### src/common/linebuf_config.svh
/*
 * line buffer stage configuration
 * widths and line timing for the video timer, fetcher and line buffer gate
 */
`ifndef LINEBUF_CONFIG_SVH
`define LINEBUF_CONFIG_SVH

// widths
`define LB_HW       9       // horizontal count and line buffer address
`define LB_VW       9       // vertical count
`define LB_PW       8       // one pixel
`define LB_RW       32      // rom word, four pixels packed
`define LB_AW       16      // rom word address

// line timing, counted in write counter steps
`define LB_RST_CT   8       // write counter start value
`define LB_B_VIS    4       // steps before the visible window
`define LB_VIS      32      // visible pixels per line
`define LB_A_VIS    4       // steps after the visible window
`define LB_HTOT     64      // pixel enables per line
`define LB_RD_DLY   3       // hdump delay to the read address
`define LB_HS_END   6       // hs high for hdump below this

// frame timing
`define LB_VTOT     24      // lines per frame
`define LB_VB_END   19      // last blank line

`endif

### src/common/video_pkg.sv
/*
 * video timing types
 * horizontal and vertical counts shared by the timer and the line buffer
 */
`default_nettype none
`include "linebuf_config.svh"

package video_pkg;

    // horizontal count, also used as line buffer address
    typedef logic [`LB_HW-1:0] hcnt_t;

    // vertical count
    typedef logic [`LB_VW-1:0] vcnt_t;

endpackage

`default_nettype wire

### src/source/video_timer.sv
/*
 * video timer
 * pixel enable, horizontal and vertical counters, hsync and vblank
 */
`timescale 1ns/1ps
`default_nettype none
`include "linebuf_config.svh"

module video_timer (
    input  logic              clk,
    input  logic              reset,
    output logic              cen,
    output logic              pxl_cen,
    output video_pkg::hcnt_t  hdump,
    output video_pkg::vcnt_t  vdump,
    output logic              hs,
    output logic              lvbl
);
    localparam video_pkg::hcnt_t H_LAST = video_pkg::hcnt_t'(`LB_HTOT - 1);
    localparam video_pkg::vcnt_t V_LAST = video_pkg::vcnt_t'(`LB_VTOT - 1);
    localparam video_pkg::hcnt_t HS_END = video_pkg::hcnt_t'(`LB_HS_END);
    localparam video_pkg::vcnt_t VB_END = video_pkg::vcnt_t'(`LB_VB_END);

    video_pkg::hcnt_t h_next;   // count after this pixel enable
    video_pkg::vcnt_t v_next;

    assign cen = 1'b1;          // logic runs at full clock rate

    always_comb begin
        h_next = hdump + 1'b1;
        v_next = vdump;
        if (hdump == H_LAST) begin
            h_next = '0;                                        // end of line
            v_next = (vdump == V_LAST) ? '0 : vdump + 1'b1;     // next line or frame wrap
        end
    end

    // hs and lvbl follow the next count so they stay aligned with hdump/vdump
    always_ff @(posedge clk) begin
        if (reset) begin
            pxl_cen <= 1'b0;
            hdump   <= '0;
            vdump   <= '0;
            hs      <= 1'b0;
            lvbl    <= 1'b0;
        end else begin
            pxl_cen <= ~pxl_cen;                // every second clock
            if (pxl_cen) begin
                hdump <= h_next;
                vdump <= v_next;
                hs    <= h_next < HS_END;       // sync at start of line
                lvbl  <= v_next > VB_END;       // blank up to VB_END
            end
        end
    end

endmodule

`default_nettype wire

### config.mk
export PLATFORM = sky130hd
export DESIGN_NAME = video_timer
export DESIGN_NICKNAME = d
export VERILOG_FILES = /design/src/common/video_pkg.sv /design/src/source/video_timer.sv
export VERILOG_INCLUDE_DIRS = /design/src /design/src/common
export SDC_FILE = /design/constraint.sdc
export NUM_CORES = 1
export LEC_CHECK = 0
export ABC_AREA = 1
export BUFFER_PORTS_ARGS = -buffer_cell sky130_fd_sc_hd__buf_2
export CELL_PAD_IN_SITES_DETAIL_PLACEMENT = 2
export CELL_PAD_IN_SITES_GLOBAL_PLACEMENT = 2
export CORE_MARGIN = 2
export CORE_UTILIZATION = 33
export DETAILED_ROUTE_END_ITERATION = 10
export PLACE_DENSITY_LB_ADDON = 0.1
export SLEW_MARGIN = 10
export SYNTH_ARGS = -nofsm -noshare
export SYNTH_HDL_FRONTEND = slang
export SYNTH_SLANG_ARGS = --single-unit
export TNS_END_PERCENT = 100
### constraint.sdc
create_clock -name clk -period 3.94 [get_ports clk]
set_input_delay 0.394 -clock clk [delete_from_list [all_inputs] [get_ports clk]]
set_output_delay 0.394 -clock clk [all_outputs]
set_load 0.01 [all_outputs]
==> impl_metrics.yaml <==
clock_network:
  clkSinkCount: 21
  clk_latency_ns: 0.26
  cts_hold_buffers: 0
  postCtsSetupBuffers: 0
  cts.root.buffer_cell: "clkbuf_8"
  clk_path_buf_depth: 2
  clk_pin_slew_ns: 0.08
  htreeDepth: 1
  tritoncts: "yes"
  numCtsBuffers: 3
  post_cts_resized: 0
place:
  dp_cells: 231
  place_congestion: 0.755
  place_ws_ns: 2.21
  place.port_buffers: 22
  dp_hpwl_um: 2840
floorplan:
  num_rows: 22
  die_x_um: 65.3
  ioPinCount: 24
  initial_core_util: 0.341
  core-area_mm2: 0.00363
  die_h_um: 65.3
  die_area_mm2: 0.00426
yosys:
  synth_cells: 164
  synth_warnings: 0
  syn-cell-area_mm2: 0.00124
  yosys-top-cells-area: "dfxtp_1, nand2_1, nor2_1"
  synth_edf_count: 0
  ys_seq_area_frac: 0.339
  synth.most_common_cell: "nand2_1"
  yosysTopAreaCell: "dfxtp_1"
  syn_nets: 168
  synthArstFlopShare: 0
  synth_top_area_frac: 0.339
  syn-mean-instance-area_um2: 7.56
  synthTopCellsByCount: "nand2_1, dfxtp_1, nor2_1"
  synthFlopType: "dfxtp_1"
  ys_ff_latch: 21
  synth_cell_types: 32
worst_setup_path:
  cp-start-kind: "flop"
  critPathMaxStageDelay_ns: 0.44
  critPathMaxFanout: 6
  crit_required_ns: 4.10
  worstSetupPathType: "reg -> reg"
  cpLargestDelayFamily: "simple AND/OR/NAND/NOR gates"
  crit_buf_inv: 0
  crit_chain: "ha_1, nand3_1, nor2_1, nand4_1, nand3_1, nand3_1, nor2_1, nor2_1"
  worstPathArrival_ns: 1.87
  end_kind: "flop"
  cpMaxStageDelayCell: "dfxtp_1"
run:
  maxCapViolations: 0
sta:
  worst_pin_slew_ns: 0.723
  finalCriticalPeriod_ns: 1.71
  tns_ns: 0
  finalHoldWorstSlack_ns: 0.461
  rsz0062_at_grt: "false"
  finalSetupViolCount: 0
  postLayoutSetupSlackWorst_ns: 2.23
  hold_viol: 0
  drv_slew: 0
  slew-limit-headroom: 0.516
  fmax_mhz: 584
  fin_crit_sh: 0.435
  finClkSkew_ns: 0.00178
global_route:
  grt_start_max_net_pins: 12
  grt.total_usage: 0.191
  grt_pass1_wl_um: 6220
  grt_pass1_vias: 1237
  grt-ovfl-total: 0
  antenna_found_initial: 0
cells_and_area:
  fin_cells: 235
  syn_to_final_growth_pct: 15.9
  num-fill-cells: 456
  drive_gt1_frac: 0.267
  fin_nets: 192
  finish.utilization: 0.396
  multiInputGateArea_um2: 731
  ff_latch_area_um2: 420
  n_antenna_cell: 0
status:
  status: "completed"
power:
  ir_drop_v: 0.000121
  power_density_mw_per_mm2: 279
  p_leak_nw: 0.639
routing:
  viasPerCell: 5.04
  antenna_left: 0
  drc_errors: 0
  dr.first_iter.drc_count: 83
  routed_wl_um: 3640
  drt_first_pass_iters: 4
  wl_per_cell_um: 15.5
  vias: 1185
hold_path:
  min_path_type: "in -> reg"
==> layout make-up <==
type,count,area share
multi-input combinational,121,0.508
sequential,21,0.292
timing repair buffer,22,0.0766
inverter,19,0.0496
tap,48,0.0418
clock buffer,4,0.0313
==> cells by family (layout without fill, tap and decap cells) <==
logic type / Yosys count / after routing / synth area share
AOI/OAI and AO/OA: 26 / 26 / 0.152
xor gates and xnor gates: 6 / 6 / 0.0424
adders and majority gates: 2 / 2 / 0.0202
buffers and inverters: 22 / 45 / 0.0716
DFF: 21 / 21 / 0.339
muxes: 1 / 1 / 0.00807
other: 1 / 1 / 0.00302
and+or+nand+nor: 85 / 85 / 0.363
==> power by group <==
part	internal, mW	total (mW)	switching, mW
registers	0.217	0.222	0.00543
logic	0.00950	0.0302	0.0207
clock network	0.0723	0.149	0.0770
==> worst register-to-register path: cells and delay by family, from the launching register on <==
kind	cells	cell delay, ns
DFF	1	0.44
adders and majority gates	1	0.24
and+or+nand+nor	7	0.93
==> sequential cells by signal, summed over array words and instances (netlist names) <==
| name | count |
|---|---|
| hs | 1 |
| hdump | 9 |
| pxl_cen | 1 |
| lvbl | 1 |
| vdump | 9 |
==> layer usage <==
layer,track usage,vias up,share of wire
met5,0,-,0
met4,0.0469,0,0.0099
met3,0.0325,4,0.026
met2,0.314,18,0.49
met1,0.259,578,0.48
li1,-,585,-
==> stage by stage <==
stage | instance area [um2] | total power, mW
2_1_floorplan | 1240 | 0.247
3_3_place_gp | 1390 | 0.256
3_5_place_dp | 1390 | 0.259
4_1_cts | 1440 | 0.409
5_1_grt | 1440 | 0.423
6_report | 1440 | 0.402
==> cells in the final DEF, fill, tap and decap left out, types with 3 or more instances in the layout <==
cell type | synthesis | layout
a22o_1 | 3 | 3
dfxtp_1 | 21 | 21
xor2_1 | 5 | 5
buf_2 | 2 | 22
nor2_1 | 19 | 19
nand2_1 | 34 | 34
inv_2 | 3 | 3
nor2_2 | 4 | 4
clkbuf_8 | 0 | 3
a21oi_1 | 3 | 3
nand4_1 | 3 | 3
nor2_4 | 3 | 3
o21ai_0 | 7 | 7
inv_1 | 15 | 15
nand2_2 | 4 | 4
nand3_1 | 11 | 11
o31ai_1 | 3 | 3
==> worst paths after layout <==
| kind | startpoint | endpoint | slack, ns | cells after the start |
|---|---|---|---|---|
| max | vdump[0]$_SDFFE_PP0P_ | lvbl$_SDFFE_PP0P_ | 2.23 | 8 |
| min | reset | vdump[1]$_SDFFE_PP0P_ | 0.46 | 2 |
| min reg2reg | hs$_SDFFE_PP0P_ | hs$_SDFFE_PP0P_ | 0.48 | 2 |
| max reg2reg | vdump[0]$_SDFFE_PP0P_ | lvbl$_SDFFE_PP0P_ | 2.23 | 8 |
(Power assumes the default switching activity.)
