File: config.mk
export PLATFORM = sky130hd
export DESIGN_NAME = pixel_fetcher_flat
export DESIGN_NICKNAME = d
export VERILOG_FILES = /design/src/common/gfx_pkg.sv /design/src/common/video_pkg.sv /design/src/common/rom_if.sv /design/src/source/pixel_fetcher.sv /design/src/flat_wrapper.sv
export VERILOG_INCLUDE_DIRS = /design/src /design/src/common
export SDC_FILE = /design/constraint.sdc
export NUM_CORES = 1
export LEC_CHECK = 0
export BUFFER_PORTS_ARGS = -buffer_cell sky130_fd_sc_hd__buf_2
export CORE_ASPECT_RATIO = 0.6
export CORE_MARGIN = 10
export CORE_UTILIZATION = 56
export DETAILED_ROUTE_END_ITERATION = 10
export PLACE_DENSITY = 0.86
export SYNTH_ARGS = -nofsm -noshare
export SYNTH_HDL_FRONTEND = slang
export SYNTH_SLANG_ARGS = --single-unit
export TNS_END_PERCENT = 100
File: constraint.sdc
create_clock -name clk -period 10.05 [get_ports clk]
set_input_delay 1.005 -clock clk [delete_from_list [all_inputs] [get_ports clk]]
set_output_delay 1.005 -clock clk [all_outputs]
set_load 0.1 [all_outputs]
File: src/common/linebuf_config.svh
/*
 * line buffer stage configuration
 * widths and line timing for the video timer, fetcher and line buffer gate
 */
`ifndef LINEBUF_CONFIG_SVH
`define LINEBUF_CONFIG_SVH

// widths
`define LB_HW       9       // horizontal count and line buffer address
`define LB_VW       9       // vertical count
`define LB_PW       8       // one pixel
`define LB_RW       32      // rom word, four pixels packed
`define LB_AW       16      // rom word address

// line timing, counted in write counter steps
`define LB_RST_CT   8       // write counter start value
`define LB_B_VIS    4       // steps before the visible window
`define LB_VIS      32      // visible pixels per line
`define LB_A_VIS    4       // steps after the visible window
`define LB_HTOT     64      // pixel enables per line
`define LB_RD_DLY   3       // hdump delay to the read address
`define LB_HS_END   6       // hs high for hdump below this

// frame timing
`define LB_VTOT     24      // lines per frame
`define LB_VB_END   19      // last blank line

`endif

File: src/common/gfx_pkg.sv
/*
 * graphics data types
 * pixel values and the rom word and address seen by the fetcher
 */
`default_nettype none
`include "linebuf_config.svh"

package gfx_pkg;

    // one pixel as stored in the line buffer
    typedef logic [`LB_PW-1:0] pixel_t;

    // rom word address
    typedef logic [`LB_AW-1:0] rom_addr_t;

    // rom word, pixel 0 in the low byte
    typedef logic [`LB_RW-1:0] rom_data_t;

endpackage

`default_nettype wire

File: src/common/video_pkg.sv
/*
 * video timing types
 * horizontal and vertical counts shared by the timer and the line buffer
 */
`default_nettype none
`include "linebuf_config.svh"

package video_pkg;

    // horizontal count, also used as line buffer address
    typedef logic [`LB_HW-1:0] hcnt_t;

    // vertical count
    typedef logic [`LB_VW-1:0] vcnt_t;

endpackage

`default_nettype wire

File: src/common/rom_if.sv
/*
 * rom request bus
 * chip select and address out, ready and data back
 */
`timescale 1ns/1ps
`default_nettype none

interface rom_if;
    logic                rom_cs;     // request pending
    gfx_pkg::rom_addr_t  rom_addr;   // held while rom_cs and not rom_ok
    logic                rom_ok;     // data valid, request done
    gfx_pkg::rom_data_t  rom_data;

    modport fetcher (
        output rom_cs, rom_addr,
        input  rom_ok, rom_data
    );

    modport top (
        input  rom_cs, rom_addr,
        output rom_ok, rom_data
    );
endinterface

`default_nettype wire

File: src/source/pixel_fetcher.sv
/*
 * pixel fetcher
 * requests rom words for the visible window and unpacks four pixels per word
 */
`timescale 1ns/1ps
`default_nettype none
`include "linebuf_config.svh"

module pixel_fetcher (
    input  logic              clk,
    input  logic              reset,
    input  logic              cnt_cen,
    input  video_pkg::hcnt_t  wr_addr,
    input  video_pkg::vcnt_t  vdump,
    rom_if.fetcher            rom,
    output logic              we,
    output gfx_pkg::pixel_t   pxl_data
);
    localparam video_pkg::hcnt_t WR_STRT = video_pkg::hcnt_t'(`LB_RST_CT + `LB_B_VIS);
    localparam video_pkg::hcnt_t WR_END  = WR_STRT + video_pkg::hcnt_t'(`LB_VIS);
    localparam gfx_pkg::rom_addr_t WORDS_PL = gfx_pkg::rom_addr_t'(`LB_VIS / 4);

    gfx_pkg::rom_data_t  held_word;     // last word from the rom
    gfx_pkg::rom_addr_t  word_tag;      // its address
    logic                word_vld;
    logic                in_win;
    logic                hit;           // held word covers this pixel
    video_pkg::hcnt_t    x;             // offset into the window
    logic [1:0]          px_idx;        // pixel inside the word
    gfx_pkg::rom_addr_t  req_addr;
    gfx_pkg::rom_data_t  cur_word;

    assign in_win   = wr_addr >= WR_STRT && wr_addr < WR_END;
    assign x        = wr_addr - WR_STRT;
    assign px_idx   = x[1:0];
    assign req_addr = gfx_pkg::rom_addr_t'(vdump) * WORDS_PL
                    + gfx_pkg::rom_addr_t'(x >> 2);
    assign hit      = word_vld && word_tag == req_addr;

    // wr_addr is frozen while waiting, so the address holds until rom_ok
    assign rom.rom_cs   = in_win && !hit;
    assign rom.rom_addr = req_addr;

    // on the rom_ok cycle the pixel comes straight from the bus
    assign cur_word = hit ? held_word : rom.rom_data;
    assign we       = cnt_cen;
    assign pxl_data = in_win ? cur_word[px_idx*`LB_PW +: `LB_PW] : '0;  // clear outside

    always_ff @(posedge clk) begin
        if (reset) begin
            word_vld <= 1'b0;
        end else if (rom.rom_cs && rom.rom_ok) begin
            word_vld <= 1'b1;
        end
    end

    always_ff @(posedge clk) begin
        if (rom.rom_cs && rom.rom_ok) begin
            held_word <= rom.rom_data;
            word_tag  <= req_addr;
        end
    end

endmodule

`default_nettype wire

File: src/flat_wrapper.sv
// flat-port wrapper written by rule: the top's interface ports become plain ports
module pixel_fetcher_flat 
  (clk, reset, cnt_cen, wr_addr, vdump, we, pxl_data, rom_rom_cs, rom_rom_addr, rom_rom_ok, rom_rom_data);
  rom_if rom_i ();
  input  logic clk;
  input  logic reset;
  input  logic cnt_cen;
  input  video_pkg::hcnt_t wr_addr;
  input  video_pkg::vcnt_t vdump;
  output logic we;
  output gfx_pkg::pixel_t pxl_data;
  output wire logic [$bits(rom_i.rom_cs)-1:0] rom_rom_cs;
  output wire logic [$bits(rom_i.rom_addr)-1:0] rom_rom_addr;
  input wire logic [$bits(rom_i.rom_ok)-1:0] rom_rom_ok;
  input wire logic [$bits(rom_i.rom_data)-1:0] rom_rom_data;
  assign rom_rom_cs = rom_i.rom_cs;
  assign rom_rom_addr = rom_i.rom_addr;
  assign rom_i.rom_ok = rom_rom_ok;
  assign rom_i.rom_data = rom_rom_data;
  pixel_fetcher u_core (.clk(clk), .reset(reset), .cnt_cen(cnt_cen), .wr_addr(wr_addr), .vdump(vdump), .rom(rom_i), .we(we), .pxl_data(pxl_data));
endmodule
==> tab_implementation.tex, run 1 <==
\begin{tabular}{lr}
\hline
Metric & Value \\
\hline
\multicolumn{2}{l}{\textbf{Status}} \\
\quad Run status & completed \\
\multicolumn{2}{l}{\textbf{Clocking}} \\
\quad Number of buffers added by the clock tree synthesis step & 5 \\
\quad Clock insertion delay at the later pin of the skew report & 310 ps \\
\quad Number of levels in the clock H-tree & 2 \\
\quad Post-CTS Resized & 0 \\
\quad Post-CTS setup buffer count & 0 \\
\quad TritonCTS Sinks & 46 \\
\quad Clock Path Buffers & 2 \\
\quad TritonCTS clock tree & done \\
\quad CTS Root Cell & sky130\_fd\_sc\_hd\_\_clkbuf\_8 \\
\quad Number of hold-repair buffers added at the cts stage & 0 \\
\quad Clk pin slew, worst setup/hold paths & 90 ps \\
\multicolumn{2}{l}{\textbf{Setup path}} \\
\quad Crit path max fanout & 34 \\
\quad Critical path capture point type & output port \\
\quad WS Path Type & in -> out \\
\quad Required time of the worst setup path & about 9100 ps \\
\quad Arrival time of the worst setup path & 5420 ps \\
\quad Worst setup SP type & primary input \\
\multicolumn{2}{l}{\textbf{Pwr}} \\
\quad Total chip power & 0.5007 mW \\
\quad Clock share of power & 0.282 \\
\quad Power dissipated by switching net loads & 0.1746 mW \\
\quad Total internal power & 0.3261 mW \\
\quad Maximum resistive drop on vdd & 79.79 uV \\
\quad Power density of the placed cells & between 150 and 200 nW/um2 \\
\quad Proportion of total power due to net switching & 0.3487 \\
\quad Leak & $\sim$1.2 nW \\
\quad Relative contribution of combinational cells to total power & 0.281 \\
\quad Share of power burned in registers & 0.436 \\
\multicolumn{2}{l}{\textbf{Timing}} \\
\quad Final setup violation count & 0 \\
\quad Fin. Hold Viols & 0 \\
\quad Share of the clock period used by the worst path after layout & 0.6389 \\
\quad Setup skew after layout & 3.828 ps \\
\quad Fin Setup TNS & 0 ps \\
\quad Setup repair after global routing missed its margin & no \\
\quad Minimum clock period & between 6000 and 7000 ps \\
\quad Normalized max-slew margin & 0.2904 \\
\quad Pins Over Slew Limit & 0 \\
\quad Maximum clock rate & about 160 MHz \\
\quad Tightest Pin Transition & between 1000 and 1500 ps \\
\multicolumn{2}{l}{\textbf{Logic synthesis}} \\
\quad Mapped cell area & 2706 um2 \\
\quad Fraction of the yosys area taken by sequential cells & 0.5067 \\
\quad Share of synthesized registers carrying an async set or reset & 0 \\
\quad Number of synthesized flops with an enable pin & 45 \\
\quad Mean cell area of the mapped netlist & roughly 13 um2 \\
\quad Most instantiated flip-flop cell in the synthesis netlist & sky130\_fd\_sc\_hd\_\_edfxtp\_1 \\
\quad Count of mapped cells out of synthesis & 211 \\
\quad Total number of yosys warnings & 0 \\
\quad Unique masters post-synth & 50 \\
\quad \#FFs+latches synth & 46 \\
\multicolumn{2}{l}{\textbf{Routing}} \\
\quad Remaining number of nets flagged by the antenna check after routing & 0 \\
\quad Drt pass-1 iters & 5 \\
\quad Violation count after the first detailed-routing iteration & 111 \\
\quad \# DRC & 0 \\
\quad Overall routed net length & 6.741 mm \\
\quad Avg WL per Cell & 19.54 um \\
\quad Routed vias & 2,022 \\
\quad Number of vias per cell & roughly 5.9 \\
\multicolumn{2}{l}{\textbf{Global route}} \\
\quad Number of antenna violations at the first check in global routing & 0 \\
\quad Grt total ovfl & 0 \\
\quad Via count of the first global-routing pass & 2,102 \\
\quad Largest net degree at the start of global routing & 46 \\
\quad Tot GR Track Use & 0.1722 \\
\quad Global-route wire length before repair & 10.78 mm \\
\multicolumn{2}{l}{\textbf{Layout}} \\
\quad Most common cell after layout, fill and taps aside & sky130\_fd\_sc\_hd\_\_buf\_2 \\
\quad Area taken by flip-flops and latches & $\sim$1400 um2 \\
\quad Utilization after layout & 0.6918 \\
\quad Count of antenna diodes in the layout & 0 \\
\quad Final non-filler cell area & 3191 um2 \\
\quad Commonest cells after routing, fill and taps aside & sky130\_fd\_sc\_hd\_\_buf\_2, sky130\_fd\_sc\_hd\_\_edfxtp\_1, sky130\_fd\_sc\_hd\_\_nor2\_1 \\
\quad Nets@finish & 341 \\
\quad Area used by multi-input combinational logic & 1220 um2 \\
\quad Number of fill cells & 358 \\
\quad Synthesis-to-finish area growth & 17.89\% \\
\quad Fraction of final layout cells with drive strength greater than 1 & 0.3369 \\
\multicolumn{2}{l}{\textbf{Die}} \\
\quad Die outline height & 73.85 um \\
\quad Area of the die & 8105 um2 \\
\quad Row count & 19 \\
\quad Area inside the core boundary & 4612 um2 \\
\quad Number of primary I/O pins & 80 \\
\quad Initial standard-cell utilization of the core & 0.5868 \\
\quad Floorplan die width & 109.7 um \\
\multicolumn{2}{l}{\textbf{Place}} \\
\quad Placed Area & around 3000 um2 \\
\quad Placed wire-length estimate & between 5 and 6 mm \\
\quad Final Wtd Congestion & 0.9077 \\
\quad Count of input and output buffers & 74 \\
\multicolumn{2}{l}{\textbf{Hold path}} \\
\quad Kind of path behind the tightest hold check & reg -> reg \\
\multicolumn{2}{l}{\textbf{Job}} \\
\quad Max-cap violation count & 0 \\
\hline
\end{tabular}
## Yosys cell counts, types with 5 or more instances
cell	instances	share of area
sky130_fd_sc_hd__buf_4	5	0.014
sky130_fd_sc_hd__edfxtp_1	45	0.50
sky130_fd_sc_hd__nand3_1	11	0.020
sky130_fd_sc_hd__xor2_1	9	0.029
sky130_fd_sc_hd__a21oi_1	13	0.024
sky130_fd_sc_hd__clkbuf_1	7	0.0097
sky130_fd_sc_hd__nor3_1	10	0.018
sky130_fd_sc_hd__ha_1	5	0.023
sky130_fd_sc_hd__mux4_1	6	0.058
sky130_fd_sc_hd__xnor2_1	11	0.036
sky130_fd_sc_hd__inv_1	6	0.0083
sky130_fd_sc_hd__o2111a_1	7	0.029
sky130_fd_sc_hd__mux2i_1	8	0.030
sky130_fd_sc_hd__nand2_1	7	0.0097
sky130_fd_sc_hd__nor2_1	14	0.019
## registers in the layout, summed over array words and instances, names as in the netlist
register          flops
u_core.held_word     32
u_core.word_tag      13
u_core.word_vld       1
## path summary, 6_finish.rpt
check	depth (start not counted)	start	end	slack, ps
hold / removal	2	u_core.word_vld$_SDFFE_PP0P_	u_core.word_vld$_SDFFE_PP0P_	510
hold reg to reg	2	u_core.word_vld$_SDFFE_PP0P_	u_core.word_vld$_SDFFE_PP0P_	510
setup reg to reg	8	u_core.word_tag[11]$_DFFE_PP_	u_core.held_word[1]$_DFFE_PP_	6830
setup / recovery	15	wr_addr[2]	pxl_data[7]	3630
## layout make-up
type                            count  area share
Sequential cell                    46      0.4298
Clock inverter                      3     0.01373
Tap cell                           63     0.02471
Inverter                            6    0.007059
Clock buffer                        5     0.02157
Multi-Input combinational cell    146      0.3824
Timing Repair Buffer               76      0.1208
## power groups by stage
stage	logic, mW	clock network, mW	registers, mW
floorplan	0.113	0	0.223
global placement	0.138	0	0.223
detailed placement	0.140	0	0.223
CTS	0.141	0.143	0.219
global route	0.149	0.151	0.219
finish	0.141	0.141	0.219
## layer usage
metal	share of wire	vias up	global-route usage	routed length [um]
met3	0.11	6	0.05590	726
met5	0	-	0	0
li1	-	961	-	-
met4	0.0071	0	0.04454	48
met2	0.44	88	0.2576	2982
met1	0.44	967	0.2351	2984
## cells by family after synthesis
| logic type | share of synthesized area |
|---|---|
| AND/OR/NAND/NOR | 0.1147 |
| flip-flops | 0.5067 |
| AO/OA/AOI/OAI | 0.1193 |
| XOR/XNOR | 0.07305 |
| buffers and inverters | 0.04577 |
| multiplexers | 0.1086 |
| adder cells (fa/ha/maj) | 0.03051 |
| other | 0.001386 |
## critical path, cell delays in order
cell and delay (ps):
sky130_fd_sc_hd__buf_2 130, sky130_fd_sc_hd__ha_1 240, sky130_fd_sc_hd__nor3_1 290, sky130_fd_sc_hd__nand2_1 120, sky130_fd_sc_hd__xnor2_1 150, sky130_fd_sc_hd__ha_1 470
sky130_fd_sc_hd__o21ai_0 190, sky130_fd_sc_hd__nor3_1 490, sky130_fd_sc_hd__xor2_1 140, sky130_fd_sc_hd__o22a_1 250, sky130_fd_sc_hd__a2111oi_4 330, sky130_fd_sc_hd__buf_4 430
sky130_fd_sc_hd__mux4_1 620, sky130_fd_sc_hd__o2111a_1 260, sky130_fd_sc_hd__buf_2 290
## metrics by stage
step	hold slack [ps]	cells	setup WS (ps)
detailed placement	494.5	337	3739
global placement	468.3	337	3881
CTS	514.9	345	3711
global route	561.7	345	3366
floorplan	436.4	213	2089
finish	513.6	345	3629
No activity file was read; power rests on OpenSTA's default activity.
==> inputs of run 2 (changes only) <==
- CORE_UTILIZATION: 56 -> 52
- PLACE_DENSITY: 0.86 -> 0.8
- clock period: 10.05 -> 6.6 ns (I/O delays scaled with it)
==> tab_implementation.tex, run 2 (synthesis gave the netlist of run 1 again) <==
\begin{tabular}{lr}
\hline
Metric & Value \\
\hline
\multicolumn{2}{l}{\textbf{Pwr}} \\
\quad Maximum resistive drop on vdd & 118.2 uV \\
\quad Relative contribution of combinational cells to total power & 0.300 \\
\quad Power density of the placed cells & 224.7 nW/um2 \\
\quad Total chip power & 0.7136 mW \\
\quad Share of power burned in registers & 0.466 \\
\quad Total internal power & 0.4590 mW \\
\quad Leak & 1.209 nW \\
\quad Proportion of total power due to net switching & 0.3568 \\
\quad Clock share of power & 0.233 \\
\quad Power dissipated by switching net loads & 0.2546 mW \\
\multicolumn{2}{l}{\textbf{Routing}} \\
\quad \# DRC & 0 \\
\quad Remaining number of nets flagged by the antenna check after routing & 0 \\
\quad Drt pass-1 iters & 4 \\
\quad Number of vias per cell & 5.632 \\
\quad Avg WL per Cell & 18.51 um \\
\quad Violation count after the first detailed-routing iteration & 137 \\
\quad Overall routed net length & 6.440 mm \\
\quad Routed vias & 1,960 \\
\multicolumn{2}{l}{\textbf{Clocking}} \\
\quad Post-CTS Resized & 0 \\
\quad TritonCTS clock tree & done \\
\quad Number of buffers added by the clock tree synthesis step & 5 \\
\quad TritonCTS Sinks & 46 \\
\quad Number of hold-repair buffers added at the cts stage & 0 \\
\quad Post-CTS setup buffer count & 0 \\
\quad Clock Path Buffers & 2 \\
\quad Clock insertion delay at the later pin of the skew report & 290 ps \\
\quad Number of levels in the clock H-tree & 2 \\
\quad CTS Root Cell & sky130\_fd\_sc\_hd\_\_clkbuf\_8 \\
\quad Clk pin slew, worst setup/hold paths & 80 ps \\
\multicolumn{2}{l}{\textbf{Setup path}} \\
\quad Worst setup SP type & primary input \\
\quad WS Path Type & in -> out \\
\quad Crit path max fanout & 34 \\
\quad Critical path capture point type & output port \\
\quad Required time of the worst setup path & 5940 ps \\
\quad Arrival time of the worst setup path & $\sim$5000 ps \\
\multicolumn{2}{l}{\textbf{Global route}} \\
\quad Via count of the first global-routing pass & 1,988 \\
\quad Global-route wire length before repair & a little under 10 mm \\
\quad Tot GR Track Use & 0.1452 \\
\quad Largest net degree at the start of global routing & 46 \\
\quad Grt total ovfl & 0 \\
\quad Number of antenna violations at the first check in global routing & 0 \\
\multicolumn{2}{l}{\textbf{Timing}} \\
\quad Maximum clock rate & 176.7 MHz \\
\quad Share of the clock period used by the worst path after layout & 0.8576 \\
\quad Worst setup slack after layout & roughly 940 ps \\
\quad Final setup violation count & 0 \\
\quad Pins Over Slew Limit & 0 \\
\quad Setup repair after global routing missed its margin & no \\
\quad Tightest Pin Transition & around 1000 ps \\
\quad Minimum clock period & 5660 ps \\
\quad Normalized max-slew margin & 0.3036 \\
\quad Fin Setup TNS & 0 ps \\
\quad Fin. Hold Viols & 0 \\
\quad Setup skew after layout & 3.979 ps \\
\multicolumn{2}{l}{\textbf{Layout}} \\
\quad Count of antenna diodes in the layout & 0 \\
\quad Commonest cells after routing, fill and taps aside & sky130\_fd\_sc\_hd\_\_buf\_2, sky130\_fd\_sc\_hd\_\_edfxtp\_1, sky130\_fd\_sc\_hd\_\_nor2\_1 \\
\quad Register containing the most flip-flops in the final layout & u\_core.held\_word \\
\quad Synthesis-to-finish area growth & 17.34\% \\
\quad Registers with the highest flip-flop counts & u\_core.held\_word x32, u\_core.word\_tag x13, u\_core.word\_vld x1 \\
\quad Nets@finish & 341 \\
\quad Fraction of final layout cells with drive strength greater than 1 & 0.3333 \\
\quad Flip-flop count of the largest register, all copies and words added & 32 \\
\quad Count of non-filler cells in the finished layout & around 350 \\
\quad Number of fill cells & approximately 410 \\
\quad Most common cell after layout, fill and taps aside & sky130\_fd\_sc\_hd\_\_buf\_2 \\
\multicolumn{2}{l}{\textbf{Die}} \\
\quad Die outline height & 75.88 um \\
\quad Floorplan die width & 113.1 um \\
\quad Area inside the core boundary & 5055 um2 \\
\quad Number of primary I/O pins & 80 \\
\quad Row count & 20 \\
\quad Area of the die & 8585 um2 \\
\quad Initial standard-cell utilization of the core & 0.5354 \\
\multicolumn{2}{l}{\textbf{Status}} \\
\quad Run status & completed \\
\multicolumn{2}{l}{\textbf{Place}} \\
\quad Placement-stage worst setup slack & 988.4 ps \\
\quad Count of input and output buffers & 74 \\
\quad Final Wtd Congestion & 0.7908 \\
\quad Placed wire-length estimate & 4.917 mm \\
\quad Cells after DPL & 340 \\
\multicolumn{2}{l}{\textbf{Job}} \\
\quad Max-cap violation count & 0 \\
\multicolumn{2}{l}{\textbf{Hold path}} \\
\quad Kind of path behind the tightest hold check & reg -> reg \\
\hline
\end{tabular}
[run 2: final timing paths]
check	start	endpoint	slack, ps	cells after the start
min	u_core.word_vld$_SDFFE_PP0P_	u_core.word_vld$_SDFFE_PP0P_	490	2
max reg2reg	u_core.word_tag[11]$_DFFE_PP_	u_core.held_word[31]$_DFFE_PP_	3410	8
min reg2reg	u_core.word_vld$_SDFFE_PP0P_	u_core.word_vld$_SDFFE_PP0P_	490	2
max	wr_addr[2]	pxl_data[7]	940	15
[run 2: layer usage]
layer	share of wire	global-route usage
met1	0.48	0.1991
met4	0.0079	0.03501
met5	0	0
met2	0.44	0.2195
met3	0.073	0.04481
[run 2: power by group through the flow]
stage / Sequential, mW / Clock [mW] / Combinational [mW]
floorplan: 0.339 / 0 / 0.173
global placement: 0.339 / 0 / 0.212
detailed placement: 0.339 / 0 / 0.214
CTS: 0.333 / 0.170 / 0.215
global route: 0.334 / 0.183 / 0.227
finish: 0.333 / 0.167 / 0.214
[run 2: worst max-delay path, stage by stage]
cell	delay, ps
sky130_fd_sc_hd__buf_2	130
sky130_fd_sc_hd__ha_1	230
sky130_fd_sc_hd__nor3_1	270
sky130_fd_sc_hd__nand2_1	110
sky130_fd_sc_hd__xnor2_1	150
sky130_fd_sc_hd__ha_1	460
sky130_fd_sc_hd__o21ai_0	210
sky130_fd_sc_hd__nor3_1	440
sky130_fd_sc_hd__xor2_1	120
sky130_fd_sc_hd__o22a_1	250
sky130_fd_sc_hd__a2111oi_4	320
sky130_fd_sc_hd__buf_4	440
sky130_fd_sc_hd__mux4_1	650
sky130_fd_sc_hd__o2111a_1	250
sky130_fd_sc_hd__buf_2	290
[run 2: metrics by stage]
stage	area [um2]	hold slack, ps	util
after floorplan	2728	436.4	-
after global placement	3095	463.8	0.6124
after detailed placement	3095	491.8	0.6124
after CTS	3176	510.3	0.6282
after global routing	3176	513.2	0.6282
final	3176	493.8	0.6282
[run 2: layout make-up]
class | instances | area (um2) | area share
Multi-Input combinational cell | 146 | 1234 | 0.3885
Inverter | 6 | 22.52 | 0.007092
Sequential cell | 46 | 1371 | 0.4318
Clock buffer | 8 | 80.08 | 0.02522
Timing Repair Buffer | 76 | 385.4 | 0.1214
Tap cell | 66 | 82.58 | 0.02600
==> inputs of run 3 (changes only) <==
- CORE_ASPECT_RATIO: 0.6 -> not set
==> tab_implementation.tex, run 3 (synthesis gave the netlist of run 1 again) <==
\begin{tabular}{lr}
\hline
Metric & Value \\
\hline
\multicolumn{2}{l}{\textbf{Setup path}} \\
\quad R2r startpoint & u\_core.word\_tag[0]\$\_DFFE\_PP\_ \\
\quad Worst setup SP type & primary input \\
\quad Required time of the worst setup path & 5940 ps \\
\quad Critical path capture point type & output port \\
\quad Crit path max fanout & 13 \\
\quad Arrival time of the worst setup path & $\sim$5200 ps \\
\quad Setup slack on the worst flop-to-flop path & between 3000 and 4000 ps \\
\quad Reg-to-Reg End & u\_core.word\_tag[10]\$\_DFFE\_PP\_ \\
\quad WS Path Type & in -> out \\
\quad Depth of the most critical reg-to-reg path & 8 \\
\multicolumn{2}{l}{\textbf{Timing}} \\
\quad Normalized max-slew margin & 0.3003 \\
\quad Setup repair after global routing missed its margin & no \\
\quad Final setup violation count & 0 \\
\quad Fin. Hold Viols & 0 \\
\quad Tightest Pin Transition & 1050 ps \\
\quad Maximum clock rate & 169.8 MHz \\
\quad Fin Setup TNS & 0 ps \\
\quad Share of the clock period used by the worst path after layout & 0.8926 \\
\quad Hold Slack & around 500 ps \\
\quad Setup skew after layout & a little under 9 ps \\
\quad Minimum clock period & between 5000 and 6000 ps \\
\quad Pins Over Slew Limit & 0 \\
\multicolumn{2}{l}{\textbf{Die}} \\
\quad Initial standard-cell utilization of the core & 0.5333 \\
\quad Die outline height & around 90 um \\
\quad Area of the die & 8490 um2 \\
\quad Area inside the core boundary & around 5100 um2 \\
\quad Floorplan die width & 92.14 um \\
\quad Number of primary I/O pins & 80 \\
\quad Row count & 26 \\
\multicolumn{2}{l}{\textbf{Layout}} \\
\quad Final non-filler cell area & between 3000 and 4000 um2 \\
\quad Register containing the most flip-flops in the final layout & u\_core.held\_word \\
\quad Nets@finish & 342 \\
\quad Count of antenna diodes in the layout & 0 \\
\quad Count of non-filler cells in the finished layout & 353 \\
\quad Most common cell after layout, fill and taps aside & sky130\_fd\_sc\_hd\_\_buf\_2 \\
\quad Registers with the highest flip-flop counts & u\_core.held\_word x32, u\_core.word\_tag x13, u\_core.word\_vld x1 \\
\quad Fraction of final layout cells with drive strength greater than 1 & 0.3428 \\
\quad Synthesis-to-finish area growth & 18.91\% \\
\quad Flip-flop count of the largest register, all copies and words added & 32 \\
\quad Commonest cells after routing, fill and taps aside & sky130\_fd\_sc\_hd\_\_buf\_2, sky130\_fd\_sc\_hd\_\_edfxtp\_1, sky130\_fd\_sc\_hd\_\_nor2\_1 \\
\quad Number of fill cells & between 400 and 500 \\
\multicolumn{2}{l}{\textbf{Place}} \\
\quad Final Wtd Congestion & 0.8769 \\
\quad Count of input and output buffers & 74 \\
\quad Placed wire-length estimate & 4.845 mm \\
\quad Cells after DPL & 345 \\
\quad Placed Area & 3108 um2 \\
\multicolumn{2}{l}{\textbf{Job}} \\
\quad Max-cap violation count & 0 \\
\multicolumn{2}{l}{\textbf{Clocking}} \\
\quad Post-CTS Resized & 0 \\
\quad Clock Path Buffers & 2 \\
\quad Number of buffers added by the clock tree synthesis step & 5 \\
\quad Clk pin slew, worst setup/hold paths & 80 ps \\
\quad TritonCTS Sinks & 46 \\
\quad Post-CTS setup buffer count & 0 \\
\quad Clock insertion delay at the later pin of the skew report & 300 ps \\
\quad CTS Root Cell & sky130\_fd\_sc\_hd\_\_clkbuf\_8 \\
\quad Number of levels in the clock H-tree & 2 \\
\quad TritonCTS clock tree & done \\
\quad Number of hold-repair buffers added at the cts stage & 0 \\
\multicolumn{2}{l}{\textbf{Hold path}} \\
\quad Worst min-delay path startpoint & reset \\
\quad Hold Crit Depth & 2 \\
\quad Worst-case hold path end point & u\_core.word\_vld\$\_SDFFE\_PP0P\_ \\
\quad Kind of path behind the tightest hold check & in -> reg \\
\multicolumn{2}{l}{\textbf{Pwr}} \\
\quad Maximum resistive drop on vdd & about 230 uV \\
\quad Leak & approximately 1.2 nW \\
\quad Power density of the placed cells & 234.8 nW/um2 \\
\multicolumn{2}{l}{\textbf{Global route}} \\
\quad Tot GR Track Use & 0.1503 \\
\quad Largest net degree at the start of global routing & 46 \\
\quad Via count of the first global-routing pass & 2,199 \\
\quad Number of antenna violations at the first check in global routing & 0 \\
\quad Global-route wire length before repair & 10.45 mm \\
\quad Grt total ovfl & 0 \\
\multicolumn{2}{l}{\textbf{Routing}} \\
\quad Avg WL per Cell & 18.11 um \\
\quad Routed vias & 1,998 \\
\quad Overall routed net length & 6.393 mm \\
\quad Drt pass-1 iters & 4 \\
\quad \# DRC & 0 \\
\quad Number of vias per cell & 5.660 \\
\quad Violation count after the first detailed-routing iteration & 97 \\
\quad Remaining number of nets flagged by the antenna check after routing & 0 \\
\multicolumn{2}{l}{\textbf{Status}} \\
\quad Run status & completed \\
\hline
\end{tabular}
-- run 3: cell types whose count changed in the layout (fill, tap and decap cells not counted), sizes merged --
cell      before  now
clkinvlp       0    1
buf           76   77
clkbuf         8    6
bufinv         0    1
-- run 3: power breakdown --
group          internal, mW  switching, mW
combinational        0.0535          0.161
clock                 0.113         0.0960
sequential            0.330        0.00252
-- run 3: critical path, stage by stage --
cell                        delay, ps
sky130_fd_sc_hd__buf_2            130
sky130_fd_sc_hd__ha_1             240
sky130_fd_sc_hd__nor3_1           250
sky130_fd_sc_hd__nand2_1          120
sky130_fd_sc_hd__xnor2_1          150
sky130_fd_sc_hd__ha_1             410
sky130_fd_sc_hd__o21ai_0          440
sky130_fd_sc_hd__nor3_1           180
sky130_fd_sc_hd__o32a_1           220
sky130_fd_sc_hd__o22a_1           240
sky130_fd_sc_hd__a2111oi_4        820
sky130_fd_sc_hd__buf_4            340
sky130_fd_sc_hd__mux4_2           510
sky130_fd_sc_hd__o2111a_1         240
sky130_fd_sc_hd__buf_2            290
-- run 3: cell type report --
| type | count | area (um2) | area share |
|---|---|---|---|
| Clock buffer | 6 | 72.57 | 0.02255 |
| Clock inverter | 2 | 37.54 | 0.01166 |
| Inverter | 6 | 22.52 | 0.006998 |
| Multi-Input combinational cell | 146 | 1234 | 0.3834 |
| Sequential cell | 46 | 1371 | 0.4261 |
| Tap cell | 70 | 87.58 | 0.02722 |
| Timing Repair Buffer | 77 | 392.9 | 0.1221 |
-- run 3: worst max-delay path by stage --
| stage | from | end | slack (ps) | depth (start not counted) |
|---|---|---|---|---|
| floorplan | wr_addr[2] | pxl_data[6] | 110 | 16 |
| global placement | wr_addr[2] | pxl_data[5] | 950 | 15 |
| detailed placement | wr_addr[2] | pxl_data[5] | 760 | 15 |
| CTS | wr_addr[2] | pxl_data[5] | 750 | 15 |
| global route | wr_addr[2] | pxl_data[5] | 440 | 15 |
| finish | wr_addr[2] | pxl_data[5] | 710 | 15 |
-- run 3: metrics by stage --
stage	total power, mW	setup WS [ps]	utilization
floorplan	0.5122	106.2	-
global placement	0.5496	945.5	0.6124
detailed placement	0.5527	764.5	0.6124
CTS	0.7613	752.5	0.6341
global route	0.7849	440.4	0.6341
finish	0.7557	709.0	0.6341
-- run 3: layer usage --
layer	wire length, um	GRT usage	up-vias
met5	0	0	-
met4	91	0.06170	0
met3	416	0.04727	9
met2	3096	0.2441	66
met1	2788	0.1807	970
li1	-	-	953
